`src/opl_timer_pkg.sv`:
```
//~~~~~~~~~~~~~~~~~~~~~~~~~~~~~~~~~~~~~~~
// Shared definitions for the timer section
// Register addresses, control and status bits
//~~~~~~~~~~~~~~~~~~~~~~~~~~~~~~~~~~~~~~~
package opl_timer_pkg;

  // Register map, only the timer registers are decoded
  typedef enum logic [7:0] {
    REG_TIMER_A    = 8'h02, // Timer A start value
    REG_TIMER_B    = 8'h03, // Timer B start value
    REG_TIMER_CTRL = 8'h04  // IRQ reset, masks, start bits
  } opl_reg_addr_t;

  // Control register bits
  localparam int CTRL_IRQ_RST = 7; // Clear both flags, rest of write ignored
  localparam int CTRL_MASK_A  = 6; // Hide flag A
  localparam int CTRL_MASK_B  = 5; // Hide flag B
  localparam int CTRL_START_B = 1; // Run timer B
  localparam int CTRL_START_A = 0; // Run timer A

  // Status byte bits, low bits read zero
  localparam int STAT_IRQ    = 7;
  localparam int STAT_FLAG_A = 6;
  localparam int STAT_FLAG_B = 5;

  // cen16 pulses per sample
  localparam int SLOT_COUNT = 18;

endpackage

```
`src/opl_timing.sv`:
```
//~~~~~~~~~~~~~~~~~~~~~~~~~~~~~~~~~~~~~~~
// Timing generator for cen16 and zero
//~~~~~~~~~~~~~~~~~~~~~~~~~~~~~~~~~~~~~~~
`timescale 1ns/100ps

module opl_timing import opl_timer_pkg::*; #(
  parameter int CEN_DIV = 4 // clk cycles per cen16
) (
  input  logic clk,
  input  logic rst,
  output logic cen16,  // One clk cycle in every CEN_DIV
  output logic zero    // Slot zero marker, once per sample
);

  localparam int PW = (CEN_DIV > 1) ? $clog2(CEN_DIV) : 1;  // Prescaler width
  localparam int SW = $clog2(SLOT_COUNT);                  // Slot counter width

  logic [PW-1:0] pre_cnt;  // Prescaler count
  logic [SW-1:0] slot_cnt; // Current slot

  // Prescaler wraps after CEN_DIV cycles
  always_ff @(posedge clk) begin
    if (rst) begin
      pre_cnt <= '0;
    end else if (cen16) begin
      pre_cnt <= '0;
    end else begin
      pre_cnt <= pre_cnt + 1'b1;
    end
  end

  assign cen16 = (pre_cnt == PW'(CEN_DIV - 1)); // Last prescaler cycle

  // Slot counter steps once per cen16
  always_ff @(posedge clk) begin
    if (rst) begin
      slot_cnt <= '0;
    end else if (cen16) begin
      if (slot_cnt == SW'(SLOT_COUNT - 1)) slot_cnt <= '0; // End of sample
      else slot_cnt <= slot_cnt + 1'b1;
    end
  end

  assign zero = cen16 && (slot_cnt == '0); // Only with a cen16 pulse

endmodule

```
`src/opl_reg_if.sv`:
```
//~~~~~~~~~~~~~~~~~~~~~~~~~~~~~~~~~~~~~~~
// Bus write decoder for the timer registers
// Address latch, start values, control bits
//~~~~~~~~~~~~~~~~~~~~~~~~~~~~~~~~~~~~~~~
`timescale 1ns/100ps

module opl_reg_if import opl_timer_pkg::*; (
  input  logic       clk,
  input  logic       rst,
  input  logic       wr,         // Write strobe, one cycle per write
  input  logic       a0,         // Low selects address, high selects data
  input  logic [7:0] din,
  output logic [7:0] value_a,    // Timer A start value
  output logic [7:0] value_b,    // Timer B start value
  output logic       load_a,     // Timer A running
  output logic       load_b,     // Timer B running
  output logic       flagen_a,   // Flag A visible
  output logic       flagen_b,   // Flag B visible
  output logic       clr_flag_a, // Flag A clear strobe
  output logic       clr_flag_b  // Flag B clear strobe
);

  logic [7:0] addr;    // Latched register address
  logic       mask_a;  // Flag A hidden
  logic       mask_b;  // Flag B hidden
  logic       clr_irq; // IRQ reset seen on last write
  logic       addr_wr; // Address phase
  logic       data_wr; // Data phase

  assign addr_wr = wr && !a0;
  assign data_wr = wr && a0;

  // Address latch
  always_ff @(posedge clk) begin
    if (rst) begin
      addr <= '0;
    end else if (addr_wr) begin
      addr <= din;
    end
  end

  // Data writes go to the latched register
  always_ff @(posedge clk) begin
    if (rst) begin
      value_a <= '0;
      value_b <= '0;
      load_a  <= 1'b0;
      load_b  <= 1'b0;
      mask_a  <= 1'b0;
      mask_b  <= 1'b0;
      clr_irq <= 1'b0;
    end else begin
      clr_irq <= 1'b0; // Strobe lasts one cycle
      if (data_wr) begin
        case (opl_reg_addr_t'(addr))
          REG_TIMER_A: value_a <= din;
          REG_TIMER_B: value_b <= din;
          REG_TIMER_CTRL: begin
            if (din[CTRL_IRQ_RST]) begin
              clr_irq <= 1'b1; // Masks and start bits kept
            end else begin
              mask_a <= din[CTRL_MASK_A];
              mask_b <= din[CTRL_MASK_B];
              load_a <= din[CTRL_START_A];
              load_b <= din[CTRL_START_B];
            end
          end
          default: ; // Other registers not in this block
        endcase
      end
    end
  end

  assign flagen_a   = ~mask_a;
  assign flagen_b   = ~mask_b;
  assign clr_flag_a = clr_irq; // IRQ reset clears both flags
  assign clr_flag_b = clr_irq;

endmodule

```
`src/opl_timer.sv`:
```
//~~~~~~~~~~~~~~~~~~~~~~~~~~~~~~~~~~~~~~~
// Up-counting timer with reload and flag
//~~~~~~~~~~~~~~~~~~~~~~~~~~~~~~~~~~~~~~~
`timescale 1ns/100ps

module opl_timer #(
  parameter int EXTRA_BITS = 0 // Low counter bits below the start value
) (
  input  logic       clk,
  input  logic       rst,
  input  logic       cen16,
  input  logic       zero,
  input  logic [7:0] start_value,
  input  logic       load,        // Low holds the start value
  input  logic       clr_flag,
  output logic       flag,        // Sticky overflow flag
  output logic       overflow     // One cycle on the overflow tick
);

  localparam int CW = 8 + EXTRA_BITS; // Counter width

  logic [CW-1:0] cnt;   // Counter
  logic [CW-1:0] init;  // Reload value
  logic [CW-1:0] next;  // Counter plus one
  logic          carry; // Counter at all ones
  logic          step;  // Once per sample

  assign init  = CW'(start_value) << EXTRA_BITS; // Zeros fill low bits
  assign {carry, next} = {1'b0, cnt} + 1'b1;
  assign step  = cen16 && zero;
  assign overflow = load && step && carry; // Only counts while running

  always_ff @(posedge clk) begin
    if (rst || !load) begin
      cnt <= init; // Stopped timer follows start value
    end else if (step) begin
      cnt <= carry ? init : next; // Reload current value on wrap
    end
  end

  // Flag holds until cleared
  always_ff @(posedge clk) begin
    if (rst || clr_flag) begin
      flag <= 1'b0;
    end else if (overflow) begin
      flag <= 1'b1;
    end
  end

endmodule

```
`src/opl_timers.sv`:
```
//~~~~~~~~~~~~~~~~~~~~~~~~~~~~~~~~~~~~~~~
// Timer pair with masking, IRQ and status
//~~~~~~~~~~~~~~~~~~~~~~~~~~~~~~~~~~~~~~~
`timescale 1ns/100ps

module opl_timers import opl_timer_pkg::*; (
  input  logic       clk,
  input  logic       rst,
  input  logic       cen16,
  input  logic       zero,
  input  logic [7:0] value_a,
  input  logic [7:0] value_b,
  input  logic       load_a,
  input  logic       load_b,
  input  logic       clr_flag_a,
  input  logic       clr_flag_b,
  input  logic       flagen_a,
  input  logic       flagen_b,
  output logic [7:0] dout,       // Status byte
  output logic       overflow_a, // For CSM in the FM core
  output logic       irq_n
);

  logic raw_a, raw_b;   // Flags before masking
  logic flag_a, flag_b; // Visible flags
  logic irq;

  assign flag_a = raw_a & flagen_a; // Mask hides, does not clear
  assign flag_b = raw_b & flagen_b;
  assign irq    = flag_a | flag_b;
  assign irq_n  = ~irq;

  always_comb begin
    dout              = '0; // Unused bits read zero
    dout[STAT_IRQ]    = irq;
    dout[STAT_FLAG_A] = flag_a;
    dout[STAT_FLAG_B] = flag_b;
  end

  // Timer A steps once per sample
  opl_timer #(.EXTRA_BITS(0)) timer_a (
    .clk         (clk),
    .rst         (rst),
    .cen16       (cen16),
    .zero        (zero),
    .start_value (value_a),
    .load        (load_a),
    .clr_flag    (clr_flag_a),
    .flag        (raw_a),
    .overflow    (overflow_a)
  );

  // Timer B is four times slower
  opl_timer #(.EXTRA_BITS(2)) timer_b (
    .clk         (clk),
    .rst         (rst),
    .cen16       (cen16),
    .zero        (zero),
    .start_value (value_b),
    .load        (load_b),
    .clr_flag    (clr_flag_b),
    .flag        (raw_b),
    .overflow    ()
  );

endmodule

```
`src/opl_timer_top.sv`:
```
//~~~~~~~~~~~~~~~~~~~~~~~~~~~~~~~~~~~~~~~
// Timer section top level
// Bus decoder, timing generator, timer pair
//~~~~~~~~~~~~~~~~~~~~~~~~~~~~~~~~~~~~~~~
`timescale 1ns/100ps

module opl_timer_top #(
  parameter int CEN_DIV = 4 // clk cycles per cen16
) (
  input  logic       clk,
  input  logic       rst,
  input  logic       wr,         // CPU write strobe
  input  logic       a0,         // Address or data select
  input  logic [7:0] din,
  output logic [7:0] dout,       // Status byte
  output logic       irq_n,
  output logic       overflow_a  // Timer A overflow pulse
);

  logic       cen16, zero;
  logic [7:0] value_a, value_b;
  logic       load_a, load_b;
  logic       flagen_a, flagen_b;
  logic       clr_flag_a, clr_flag_b;

  opl_timing #(.CEN_DIV(CEN_DIV)) timing_inst (
    .clk   (clk),
    .rst   (rst),
    .cen16 (cen16),
    .zero  (zero)
  );

  opl_reg_if reg_if_inst (
    .clk        (clk),
    .rst        (rst),
    .wr         (wr),
    .a0         (a0),
    .din        (din),
    .value_a    (value_a),
    .value_b    (value_b),
    .load_a     (load_a),
    .load_b     (load_b),
    .flagen_a   (flagen_a),
    .flagen_b   (flagen_b),
    .clr_flag_a (clr_flag_a),
    .clr_flag_b (clr_flag_b)
  );

  opl_timers timers_inst (
    .clk        (clk),
    .rst        (rst),
    .cen16      (cen16),
    .zero       (zero),
    .value_a    (value_a),
    .value_b    (value_b),
    .load_a     (load_a),
    .load_b     (load_b),
    .clr_flag_a (clr_flag_a),
    .clr_flag_b (clr_flag_b),
    .flagen_a   (flagen_a),
    .flagen_b   (flagen_b),
    .dout       (dout),
    .overflow_a (overflow_a),
    .irq_n      (irq_n)
  );

endmodule

```
`config.mk`:
```
export PLATFORM = sky130hd
export DESIGN_NAME = opl_timer_top
export DESIGN_NICKNAME = d
export VERILOG_FILES = /design/src/opl_timer_pkg.sv /design/src/opl_timing.sv /design/src/opl_reg_if.sv /design/src/opl_timer.sv /design/src/opl_timers.sv /design/src/opl_timer_top.sv
export SDC_FILE = /design/constraint.sdc
export NUM_CORES = 1
export LEC_CHECK = 0
export BUFFER_PORTS_ARGS = -buffer_cell sky130_fd_sc_hd__buf_4
export CORE_ASPECT_RATIO = 2
export CORE_MARGIN = 2
export CORE_UTILIZATION = 56
export CTS_BUF_LIST = sky130_fd_sc_hd__clkbuf_4 sky130_fd_sc_hd__clkbuf_8
export CTS_CLUSTER_DIAMETER = 60
export DETAILED_ROUTE_END_ITERATION = 8
export PLACE_DENSITY = 0.8
export SYNTH_ARGS = -nofsm -noshare
export SYNTH_HDL_FRONTEND = slang
export SYNTH_SLANG_ARGS = --single-unit
```
`constraint.sdc`:
```
create_clock -name clk -period 1.9 [get_ports clk]
set_clock_uncertainty 0.15 [all_clocks]
set_input_delay 0.19 -clock clk [delete_from_list [all_inputs] [get_ports clk]]
set_output_delay 0.19 -clock clk [all_outputs]
set_load 0.01 [all_outputs]
```
==> Yosys cells after proc, flatten, opt, wreduce, memory -nomap -nowiden <==
Cells that the tools add are included.
{ "totals": {"output_inout_bits": 10, "word_cells": 63, "rom_bits": 0, "latchBits": 0, "mem_count": 0, "regBits": 56, "ram_bits": 0, "input_bits": 12} }
{ "classes": {"mul": 0, "n_div": 0, "eq_ne": 5, "magnitude_cmp": 0, "mux": 8, "shift": 0, "add_sub_neg": 4, "reduce_logical": 22, "bitwise_logic": 9} }
{ "ops": {"columns": ["cell", "n"], "rows": [
  ["two-way mux 10 bit", 3],
  ["two-way mux 8 bit", 3],
  ["== test 8 x 2 -> 1 bit (second input constant)", 2],
  ["adder 10 x 1 -> 11 bit (second input constant)", 1],
  ["adder 8 x 1 -> 9 bit (second input constant)", 1],
  ["== test 8 x 3 -> 1 bit (second input constant)", 1],
  ["logical AND 1 bit", 8],
  ["inverter 1 bit", 6],
  ["adder 5 x 1 -> 5 bit (second input constant)", 1],
  ["== test 5 bit (second input constant)", 1],
  ["logical NOT 5 bit", 1],
  ["two-way mux 5 bit", 1],
  ["AND reduction 2 bit", 2],
  ["nonzero test 2 bit", 2],
  ["logical NOT 1 bit", 3],
  ["logical OR 1 bit", 3],
  ["AND reduction 3 bit", 1],
  ["OR reduction 3 bit", 1],
  ["adder 2 x 1 -> 2 bit (second input constant)", 1],
  ["AND 1 bit", 2],
  ["== test 2 bit (second input constant)", 1],
  ["OR reduction 2 bit", 1],
  ["two-way mux 1 bit", 1],
  ["OR 1 bit", 1]
]} }

==> Longest topological paths before layout <==
Gate-level depths: netlist of the first run.
{ "depth": {"word_depth": 5, "ltp_mapped": 6, "depth_no_buf": 5} }

==> By module <==
A second synthesis of the first run with hierarchy kept.
{ "hier_totals": {"cells_unflattened": 283, "hier_area_um2": 2876.5} }
{ "modules_own_cells": {"columns": ["module", "area_each_um2", "cells_per_inst", "n_inst", "seq_area_each_um2"], "rows": [
  ["opl_reg_if", 1218.7, 115, 1, 580.6],
  ["opl_timer at timers_inst.timer_b", 710.7, 71, 1, 300.3],
  ["opl_timer at timers_inst.timer_a", 513.0, 51, 1, 260.2],
  ["opl_timing", 340.3, 33, 1, 140.1],
  ["opl_timers", 93.8, 13, 1, 0.0]
]} }

==> Worst setup path before layout of the first run <==
No wires, ideal clock.
{ "synth_path": {"path_type": "flip-flop to flip-flop", "from": "register timers_inst.timer_a.cnt[0]", "to": "register timers_inst.timer_a.cnt[1] (data pin)", "setup_slack_ns": 0.065, "period_less_slack_ns": 1.835, "setup_ns": 0.260, "path_stages_with_launch": 5, "t_arrival_ns": 1.425, "path_buffers": 0, "required_time_ns": 1.490, "path_cell_list": "edfxtp_1 ha_1 nand3_1 o31ai_1 mux2_2"} }
{ "synth_via": {"elab_chain_cells": 4} }
{ "synth_rtl": {"columns": ["item", "line_no", "text"], "rows": [
  ["start, declared", "opl_timer.sv:22", "logic [CW-1:0] cnt;"],
  ["start signal, assigned", "opl_timer.sv:35", "cnt <= init;"],
  ["start signal, assigned", "opl_timer.sv:37", "cnt <= carry ? init : next;"],
  ["adder 8 x 1 -> 9 bit", "opl_timer.sv:29", "assign {carry, next} = {1'b0, cnt} + 1'b1;"],
  ["two-way mux 8 bit", "opl_timer.sv:37", null],
  ["two-way mux 8 bit", "opl_timer.sv:36", "end else if (step) begin"],
  ["two-way mux 8 bit", "opl_timer.sv:34", "if (rst || !load) begin"]
]} }
No other way between the ends. The select of a mux whose other input is x is not followed.
A chain may end at the register's enable or synchronous reset.

==> Worst setup path after layout of the first run <==
{ "layout_path": {"from": "register timers_inst.timer_b.cnt[3]", "to": "register timers_inst.timer_b.cnt[9] (data pin)"} }
{ "layout_via": {"elab_chain_cells": 4} }
{ "layout_rtl": {"columns": ["item", "line_no"], "rows": [
  ["start, declared", "opl_timer.sv:22"],
  ["start signal, assigned", "opl_timer.sv:35"],
  ["start signal, assigned", "opl_timer.sv:37"],
  ["adder 10 x 1 -> 11 bit", "opl_timer.sv:29"],
  ["two-way mux 10 bit", "opl_timer.sv:37"],
  ["two-way mux 10 bit", "opl_timer.sv:36"],
  ["two-way mux 10 bit", "opl_timer.sv:34"]
]} }
No other way between the ends. The select of a mux whose other input is x is not followed.

==> flow_metrics.py, run 1 <==
metrics = {
    "outcome": {
        "outcome": "complete, no violations",
    },
    "cells_and_area": {
        "final-instance-count-excl-fill": 354,
        "final_nets": 316,
        "design_area_um2": 3050,
        "diodes": 0,
        "area_growth_pct": 14.5,
        "layout-drive-gt1-share_pct": 20.7,
        "nFillCells": 394,
    },
    "cts": {
        "cts_tree": "done",
        "clock_latency_ns": 0.31,
        "cts_buffers": 5,
        "cts_sinks": 56,
        "clockBufferDepth": 2,
        "cts_max_level": 2,
        "clkTransAtPathRegs_ns": 0.09,
        "clockRootBuffer": "clkbuf_8",
    },
    "critical_path": {
        "endpoint": "timers_inst.timer_b.cnt[9]",
        "path_depth": 4,
        "cp.required_ns": 1.92,
        "r2r-start": "timers_inst.timer_b.cnt[3]",
        "crit_start": "timers_inst.timer_b.cnt[3]",
        "worst-path-max-fanout": 7,
        "r2r_end": "timers_inst.timer_b.cnt[9]",
        "slowest_delay_ns": 0.52,
        "crit_family": "simple AND/OR/NAND/NOR gates",
        "crit_type": "flop to flop",
        "crit_arrival_ns": 1.87,
        "cp-start-kind": "flop",
        "r2r_slack_ns": 0.05,
        "rr_worst_depth": 4,
        "critPathSlowestCell": "or4_1",
        "worstSetupEndpointType": "flop",
        "worst-path-buf-inv": 0,
        "crit_chain": "and4_4 > and4b_1 > or4_1 > a21oi_1",
    },
    "sta": {
        "final-setup-viol-count": 0,
        "drv_slew": 0,
        "slew_headroom_pct": 64.4,
        "fmaxAchievable_ghz": 0.541,
        "hold_viol": 0,
        "fin_crit_sh_pct": 97.2,
        "period_minus_slack_ns": 1.85,
        "timing.final.ws_setup_ns": 0.0531,
        "tightest_slew_ns": 0.534,
    },
    "global_routing": {
        "grt_max_degree": 21,
        "antenna_found_initial": 0,
        "overflow": 0,
        "grt_use_total_pct": 22.2,
        "grt_pass1_vias": 1918,
        "grt_pass1_wl_um": 8690,
    },
    "die": {
        "io_pins": 22,
        "die-height_um": 102,
        "dieArea_um2": 5360,
        "initial_core_util_pct": 57.9,
        "die_width_um": 52.8,
        "row_count": 35,
        "coreArea_um2": 4600,
    },
    "synthesis": {
        "synth_ff_type": "dfxtp_1",
        "syn_inst": 264,
        "synthSimpleGateAreaFrac_pct": 19.8,
        "async_flop_share_pct": 0,
        "ys_ff_latch": 56,
        "synth.yosys.seq_area_share_pct": 48.1,
        "synthAdderAreaFrac_pct": 2.82,
        "ys_warn_count": 0,
        "synth_top_family_by_area": "simple AND/OR/NAND/NOR gates",
        "synth_compound_area_share_pct": 7.00,
        "ys_top_cells_by_count": "dfxtp_1 (40), nor2_1 (36), mux2i_1 (28), nand2_1 (19), edfxtp_1 (16)",
        "synth_xor_area_share_pct": 5.59,
        "synth_edf_count": 16,
        "synth_top_area_share_pct": 30.1,
        "muxShareOfSynthArea_pct": 10.9,
        "yosysMostFrequentCell": "dfxtp_1",
        "syn_area_um2": 2660,
        "synth_cell_type_count": 47,
        "yosysTopAreaCell": "dfxtp_1",
        "syn_avg_cell_area_um2": 10.1,
        "synth_area_leaders": "dfxtp_1 (30%), edfxtp_1 (18%), mux2i_1 (11%)",
    },
    "routing": {
        "drt_iter0_markers": 53,
        "drt_wl_total_um": 5550,
        "drt-pass1-iter-count": 4,
        "vias": 1993,
        "ant_nets": 0,
        "post_drt_wl_per_cell_um": 15.7,
        "avgViaCountPerCell": 5.63,
        "drc_errors": 0,
    },
    "pwr": {
        "power_mw": 2.04,
        "p_per_area_nw_per_um2": 668,
        "leakagePower_nw": 1.30,
        "ir_worst_vdd_uv": 787,
    },
    "worst_hold_path": {
        "hp-class": "input pin to flop",
    },
    "flow_run": {
        "maxCapViolations": 0,
    },
    "place": {
        "gp_congestion": 0.826,
        "portBuffers": 16,
        "place_ws_ns": 0.0174,
        "placed_area_um2": 2860,
        "dp_cells": 337,
        "hpwl_um": 4140,
    },
}
## per-stage QoR
step | TNS [ns] | utilization, % | hold WS, ns
after floorplan | 0 | - | 0.184
after global placement | 0 | 62.2 | 0.255
after detailed placement | 0 | 62.2 | 0.262
after CTS | 0 | 65.1 | 0.00784
after global routing | -0.0510 | 66.3 | 0.0132
final | 0 | 66.3 | 0.00488
## cell usage in the layout, fill, tap and decap left out, drive strengths merged, types with 3 or more instances in the layout
| master | netlist | routed |
|---|---|---|
| inv | 6 | 7 |
| nand2b | 3 | 3 |
| o21ai | 8 | 8 |
| nor2b | 5 | 5 |
| nand3 | 10 | 10 |
| edfxtp | 16 | 16 |
| xor2 | 12 | 12 |
| nor3 | 5 | 5 |
| mux2i | 28 | 28 |
| conb | 1 | 5 |
| ha | 6 | 6 |
| o2bb2ai | 4 | 4 |
| a21oi | 7 | 7 |
| a31oi | 3 | 3 |
| and4b | 3 | 3 |
| xnor2 | 5 | 5 |
| dfxtp | 40 | 40 |
| clkbuf | 6 | 6 |
| nand2 | 19 | 19 |
| nand4 | 6 | 6 |
| nor2 | 37 | 37 |
| buf | 12 | 39 |
## worst min-delay path: stages
cell,delay [ns]
buf_4,0.10
mux2i_1,0.07
nor2_1,0.07
## registers in the layout (all words and copies together) (netlist names)
register / count
reg_if_inst.addr: 8
timers_inst.timer_a.cnt: 8
timers_inst.timer_a.flag: 1
reg_if_inst.clr_flag_a: 1
timing_inst.slot_cnt: 5
reg_if_inst.load_a: 1
reg_if_inst.mask_b: 1
reg_if_inst.load_b: 1
reg_if_inst.mask_a: 1
timers_inst.timer_b.flag: 1
reg_if_inst.value_a: 8
reg_if_inst.value_b: 8
timers_inst.timer_b.cnt: 10
timing_inst.pre_cnt: 2
## cells by family after synthesis
logic type / count (synthesis)
AND/OR/NAND/NOR: 102
flip-flops: 56
AO/OA/AOI/OAI: 29
multiplexers: 29
buffers and inverters: 24
XOR/XNOR: 17
adder cells (fa/ha/maj): 6
other: 1
## worst min path at each step
| stage | start | endpoint | slack, ns | cells past startpoint |
|---|---|---|---|---|
| 6_report | din[4] | reg_if_inst.value_a[4] | 0.005 | 3 |
| 2_1_floorplan | din[0] | reg_if_inst.addr[0] | 0.18 | 2 |
| 3_3_place_gp | timing_inst.pre_cnt[0] | timing_inst.pre_cnt[0] | 0.25 | 1 |
| 4_1_cts | din[4] | reg_if_inst.value_a[4] | 0.008 | 3 |
| 3_5_place_dp | timing_inst.pre_cnt[0] | timing_inst.pre_cnt[0] | 0.26 | 1 |
| 5_1_grt | din[0] | reg_if_inst.addr[0] | 0.01 | 3 |
## layer usage
metal	track usage [%]	wire length [µm]	vias to the layer above
met2	42.0	3260	34
li1	-	-	977
met3	3.10	120	21
met1	21.6	1880	961
met5	0	0	-
met4	12.4	283	0
## power breakdown
group	internal (mW)	switching (mW)	leakage [nW]
combinational	0.0666	0.0778	0.729
clock	0.272	0.369	0.0466
sequential	1.24	0.0125	0.521
total	1.58	0.459	1.30
## final cells by class
| cell class | instances | area, µm² | area share (%) |
|---|---|---|---|
| Inverter | 6 | 22.5 | 0.739 |
| Tap cell | 55 | 68.8 | 2.26 |
| Multi-Input combinational cell | 188 | 1280 | 41.9 |
| Clock inverter | 2 | 10.0 | 0.328 |
| Clock buffer | 6 | 76.3 | 2.50 |
| Timing Repair Buffer | 41 | 313 | 10.3 |
| Sequential cell | 56 | 1280 | 42.1 |
## timing repair
item	in CTS	in global routing
setup buffers	2	5
hold endpoints to repair	5	0
gates resized for setup	3	8
hold buffers	2	0
pin swaps	2	2
endpoints found under the setup margin	3	13
Power figures use the tool's default switching activity.
==> inputs of run 2 (changes only) <==
Settings changed: CORE_MARGIN 2 to not set.
==> flow_metrics.py, run 2 (synthesis results as in run 1) <==
metrics = {
    "cells_and_area": {
        "final_cell_mix": "dfxtp_1 (39), buf_4 (38), nor2_1 (36)",
        "diodes": 0,
        "final_common_cell": "dfxtp_1",
        "largest_register_ffs": 10,
        "register_area_um2": 1280,
        "multiInputGateArea_um2": 1300,
        "largest-register": "timers_inst.timer_b.cnt",
        "area_growth_pct": 17.6,
        "final_nets": 317,
        "nFillCells": 356,
        "layout-drive-gt1-share_pct": 20.3,
        "final-instance-count-excl-fill": 355,
    },
    "sta": {
        "tightest_slew_ns": 0.534,
        "period_minus_slack_ns": 1.89,
        "fin_tns_setup_ns": 0,
        "fin_hold_ws_ns": 0.0166,
        "final-setup-viol-count": 0,
        "fin_crit_sh_pct": 99.5,
        "fmaxAchievable_ghz": 0.529,
        "slew_headroom_pct": 64.4,
        "drv_slew": 0,
        "hold_viol": 0,
    },
    "flow_run": {
        "maxCapViolations": 0,
    },
    "pwr": {
        "leakagePower_nw": 1.34,
        "ir_worst_vdd_uv": 890,
        "p_per_area_nw_per_um2": 737,
    },
    "cts": {
        "cts_buffers": 5,
        "clkTransAtPathRegs_ns": 0.10,
        "cts_max_level": 2,
        "cts_sinks": 56,
        "clock_latency_ns": 0.31,
        "cts_tree": "done",
        "clockBufferDepth": 2,
        "clockRootBuffer": "clkbuf_8",
    },
    "critical_path": {
        "worst-path-buf-inv": 1,
        "worstSetupEndpointType": "primary output",
        "cp.required_ns": 1.56,
        "critPathSlowestCell": "edfxtp_1",
        "crit_chain": "ha_4 > nand3_4 > nor3_4 > and3_4 > buf_4",
        "crit_type": "flop to primary output",
        "slowest_delay_ns": 0.42,
        "worst-path-max-fanout": 3,
        "cp-start-kind": "flop",
        "crit_arrival_ns": 1.55,
        "crit_family": "simple AND/OR/NAND/NOR gates",
    },
    "die": {
        "row_count": 35,
        "io_pins": 22,
        "initial_core_util_pct": 57.9,
        "dieArea_um2": 5050,
        "coreArea_um2": 4600,
        "die_width_um": 50.8,
        "die-height_um": 99.5,
    },
    "routing": {
        "drt_wl_total_um": 5610,
        "drc_errors": 0,
        "drt_iter0_markers": 33,
        "post_drt_wl_per_cell_um": 15.8,
        "avgViaCountPerCell": 5.67,
        "drt-pass1-iter-count": 4,
        "vias": 2013,
        "ant_nets": 0,
    },
    "outcome": {
        "outcome": "complete, no violations",
    },
    "place": {
        "dp_cells": 337,
        "hpwl_um": 4000,
        "portBuffers": 16,
        "gp_congestion": 0.813,
    },
    "global_routing": {
        "grt_use_total_pct": 24.4,
        "grt_pass1_vias": 2016,
        "overflow": 0,
        "antenna_found_initial": 0,
        "grt_max_degree": 27,
        "grt_pass1_wl_um": 9110,
    },
    "worst_hold_path": {
        "hp-class": "input pin to flop",
    },
}
==> run 2: cell type report <==
class,count,share of cell area (%)
inverters,6,0.719
repair buffers,42,10.4
well taps,55,2.20
multi-input cells,188,41.4
clock inverters,2,1.92
clock buffers,6,2.44
flip-flops and latches,56,41.0
==> run 2: worst reg2reg max path, stage by stage, from the launching register on <==
cell	delay [ns]
edfxtp_1	0.45
and4_1	0.26
and4b_1	0.18
or4_1	0.49
a21oi_1	0.15
==> run 2: path summary, 6_finish.rpt <==
check	startpoint	to	slack, ns	cells after the start
setup / recovery	timers_inst.timer_a.cnt[1]	overflow_a	0.009	5
hold / removal	din[0]	reg_if_inst.load_a	0.02	3
setup reg to reg	timers_inst.timer_b.cnt[8]	timers_inst.timer_b.cnt[9]	0.09	4
hold reg to reg	reg_if_inst.clr_flag_a	timers_inst.timer_b.flag	0.27	1
==> run 2: timing repair <==
item,CTS,global route
hold endpoints to repair,11,0
resized for setup,5,7
hold buffers,4,0
buffers inserted,3,3
pin swaps,3,3
cloned,0,0
endpoints found under the setup margin,1,9
==> run 2: metal layers <==
metal | share of wire, % | vias to the layer above | GRT usage, %
met3 | 2.0 | 23 | 3.06
met4 | 5.6 | 0 | 15.6
met1 | 35 | 965 | 22.9
met5 | 0 | - | 0
met2 | 57 | 41 | 46.8
li1 | - | 984 | -
==> run 2: through the flow <==
step,cell area [µm²],util [%],power [mW],worst slack [ns]
global route,3130,68.1,2.38,-0.0293
global placement,2860,62.2,1.41,0.111
CTS,3080,66.9,2.32,0.00995
floorplan,2680,-,1.37,0.0655
finish,3130,68.1,2.31,0.00934
detailed placement,2860,62.2,1.41,0.0792
==> run 2: report_power, final <==
group / internal, mW / switching, mW / leakage [nW]
Combinational: 0.0685 / 0.0782 / 0.752
Sequential: 1.24 / 0.0133 / 0.521
Clock: 0.541 / 0.368 / 0.0688
Total: 1.85 / 0.459 / 1.34
==> inputs of run 3 (changes only) <==
Settings changed: CTS_BUF_LIST sky130_fd_sc_hd__clkbuf_4 sky130_fd_sc_hd__clkbuf_8 to sky130_fd_sc_hd__clkbuf_8.
==> flow_metrics.py, run 3 (synthesis results as in run 1) <==
metrics = {
    "worst_hold_path": {
        "hold_path_startpoint": "din[0]",
        "hp-class": "input pin to flop",
        "hold_depth": 3,
        "min_to": "reg_if_inst.load_a",
    },
    "sta": {
        "period_minus_slack_ns": 1.90,
        "slew_headroom_pct": 64.0,
        "hold_viol": 0,
        "final-setup-viol-count": 0,
        "tightest_slew_ns": 0.541,
        "fin_crit_sh_pct": 100,
        "fmaxAchievable_ghz": 0.527,
        "drv_slew": 0,
        "fin_hold_ws_ns": 0.0134,
    },
    "die": {
        "io_pins": 22,
        "die_width_um": 50.8,
        "row_count": 35,
        "die-height_um": 99.5,
        "coreArea_um2": 4600,
        "dieArea_um2": 5050,
        "initial_core_util_pct": 57.9,
    },
    "critical_path": {
        "r2r-start": "timers_inst.timer_b.cnt[8]",
        "crit_arrival_ns": 1.56,
        "cp.required_ns": 1.56,
        "r2r_end": "timers_inst.timer_b.cnt[9]",
        "crit_type": "flop to primary output",
        "cp-start-kind": "flop",
        "worst-path-max-fanout": 3,
        "rr_worst_depth": 4,
        "worstSetupEndpointType": "primary output",
        "r2r_slack_ns": 0.09,
    },
    "pwr": {
        "leakagePower_nw": 1.34,
        "p_per_area_nw_per_um2": 734,
        "ir_worst_vdd_uv": 888,
    },
    "cells_and_area": {
        "final_nets": 317,
        "post-route-util_pct": 68.0,
        "largest_register_ffs": 10,
        "largest-register": "timers_inst.timer_b.cnt",
        "final_common_cell": "dfxtp_1",
        "area_growth_pct": 17.5,
        "layout-drive-gt1-share_pct": 20.0,
        "diodes": 0,
        "final_cell_mix": "dfxtp_1 (39), buf_4 (38), nor2_1 (36)",
        "nFillCells": 359,
        "final-instance-count-excl-fill": 355,
    },
    "global_routing": {
        "grt_pass1_wl_um": 9070,
        "grt_max_degree": 27,
        "grt_pass1_vias": 2014,
        "overflow": 0,
        "grt_use_total_pct": 24.3,
        "antenna_found_initial": 0,
    },
    "routing": {
        "drt_iter0_markers": 48,
        "wl_met1_um": 1980,
        "wl_met2_um": 3320,
        "avgViaCountPerCell": 5.60,
        "dr_wl_met3_um": 102,
        "drt-pass1-iter-count": 4,
        "highest_layer": "met4",
        "drt_wl_total_um": 5610,
        "post_drt_wl_per_cell_um": 15.8,
        "vias": 1988,
        "ant_nets": 0,
        "drc_errors": 0,
    },
    "cts": {
        "clockRootBuffer": "clkbuf_8",
        "cts_sinks": 56,
        "cts_buffers": 5,
        "clockBufferDepth": 2,
        "cts_tree": "done",
        "clkTransAtPathRegs_ns": 0.10,
        "clock_latency_ns": 0.31,
        "cts_max_level": 2,
    },
    "place": {
        "gp_congestion": 0.813,
        "dp_cells": 337,
        "hpwl_um": 4000,
        "portBuffers": 16,
    },
    "flow_run": {
        "maxCapViolations": 0,
    },
    "outcome": {
        "outcome": "complete, no violations",
    },
}
[run 3: cell types whose count changed in the layout (fill, tap and decap cells not counted)]
cell / change
clkbuf_4: -1
inv_1: +1
[run 3: per-stage QoR]
| stage | setup slack (ns) | power, mW | area, µm² | setup TNS, ns |
|---|---|---|---|---|
| final | 0.000757 | 2.29 | 3130 | 0 |
| after global routing | -0.0715 | 2.35 | 3130 | -0.0715 |
| after CTS | 0.00995 | 2.30 | 3070 | 0 |
| after detailed placement | 0.0792 | 1.41 | 2860 | 0 |
| after global placement | 0.111 | 1.41 | 2860 | 0 |
| after floorplan | 0.0655 | 1.37 | 2680 | 0 |
[run 3: cell type report]
| type | count | area [µm²] | share of cell area (%) |
|---|---|---|---|
| clock buffer | 5 | 68.8 | 2.20 |
| sequential | 56 | 1280 | 41.0 |
| multi-input combinational | 188 | 1300 | 41.4 |
| timing repair buffer | 42 | 325 | 10.4 |
| inverter | 6 | 22.5 | 0.720 |
| tap | 55 | 68.8 | 2.20 |
| clock inverter | 3 | 63.8 | 2.04 |
[run 3: report_power, final]
| part | internal (mW) | switching [mW] | leakage, nW |
|---|---|---|---|
| logic | 0.0686 | 0.0777 | 0.752 |
| clock network | 0.521 | 0.374 | 0.0695 |
| registers | 1.24 | 0.0131 | 0.521 |
[run 3: critical path: stages (launching register included)]
cell and delay, ns:
edfxtp_1 0.42, ha_4 0.17, nand3_4 0.08, nor3_4 0.25, and3_4 0.22, buf_4 0.11
[run 3: timing repair]
item / CTS / global route
buffers inserted: 3 / 3
endpoints found under the setup margin: 1 / 9
pin swaps: 3 / 3
endpoints found under the hold margin: 11 / 0
gates resized for setup: 5 / 7
hold buffers: 4 / 0
[run 3: worst max path at each step]
stage | start | endpoint | slack [ns] | cells past startpoint
floorplan | timers_inst.timer_a.cnt[0] | timers_inst.timer_a.cnt[1] | 0.07 | 4
global placement | timers_inst.timer_b.cnt[8] | timers_inst.timer_b.cnt[9] | 0.11 | 4
detailed placement | timers_inst.timer_a.cnt[0] | timers_inst.timer_a.cnt[1] | 0.08 | 4
CTS | timers_inst.timer_a.cnt[1] | overflow_a | 0.01 | 5
global route | timers_inst.timer_a.cnt[6] | overflow_a | -0.07 | 4
finish | timers_inst.timer_a.cnt[1] | overflow_a | 0.0008 | 5
[run 3: routing by layer]
metal,track usage [%],vias to the layer above
met5,0,-
met4,14.7,0
met3,2.75,17
met2,47.1,34
met1,22.8,954
li1,-,983
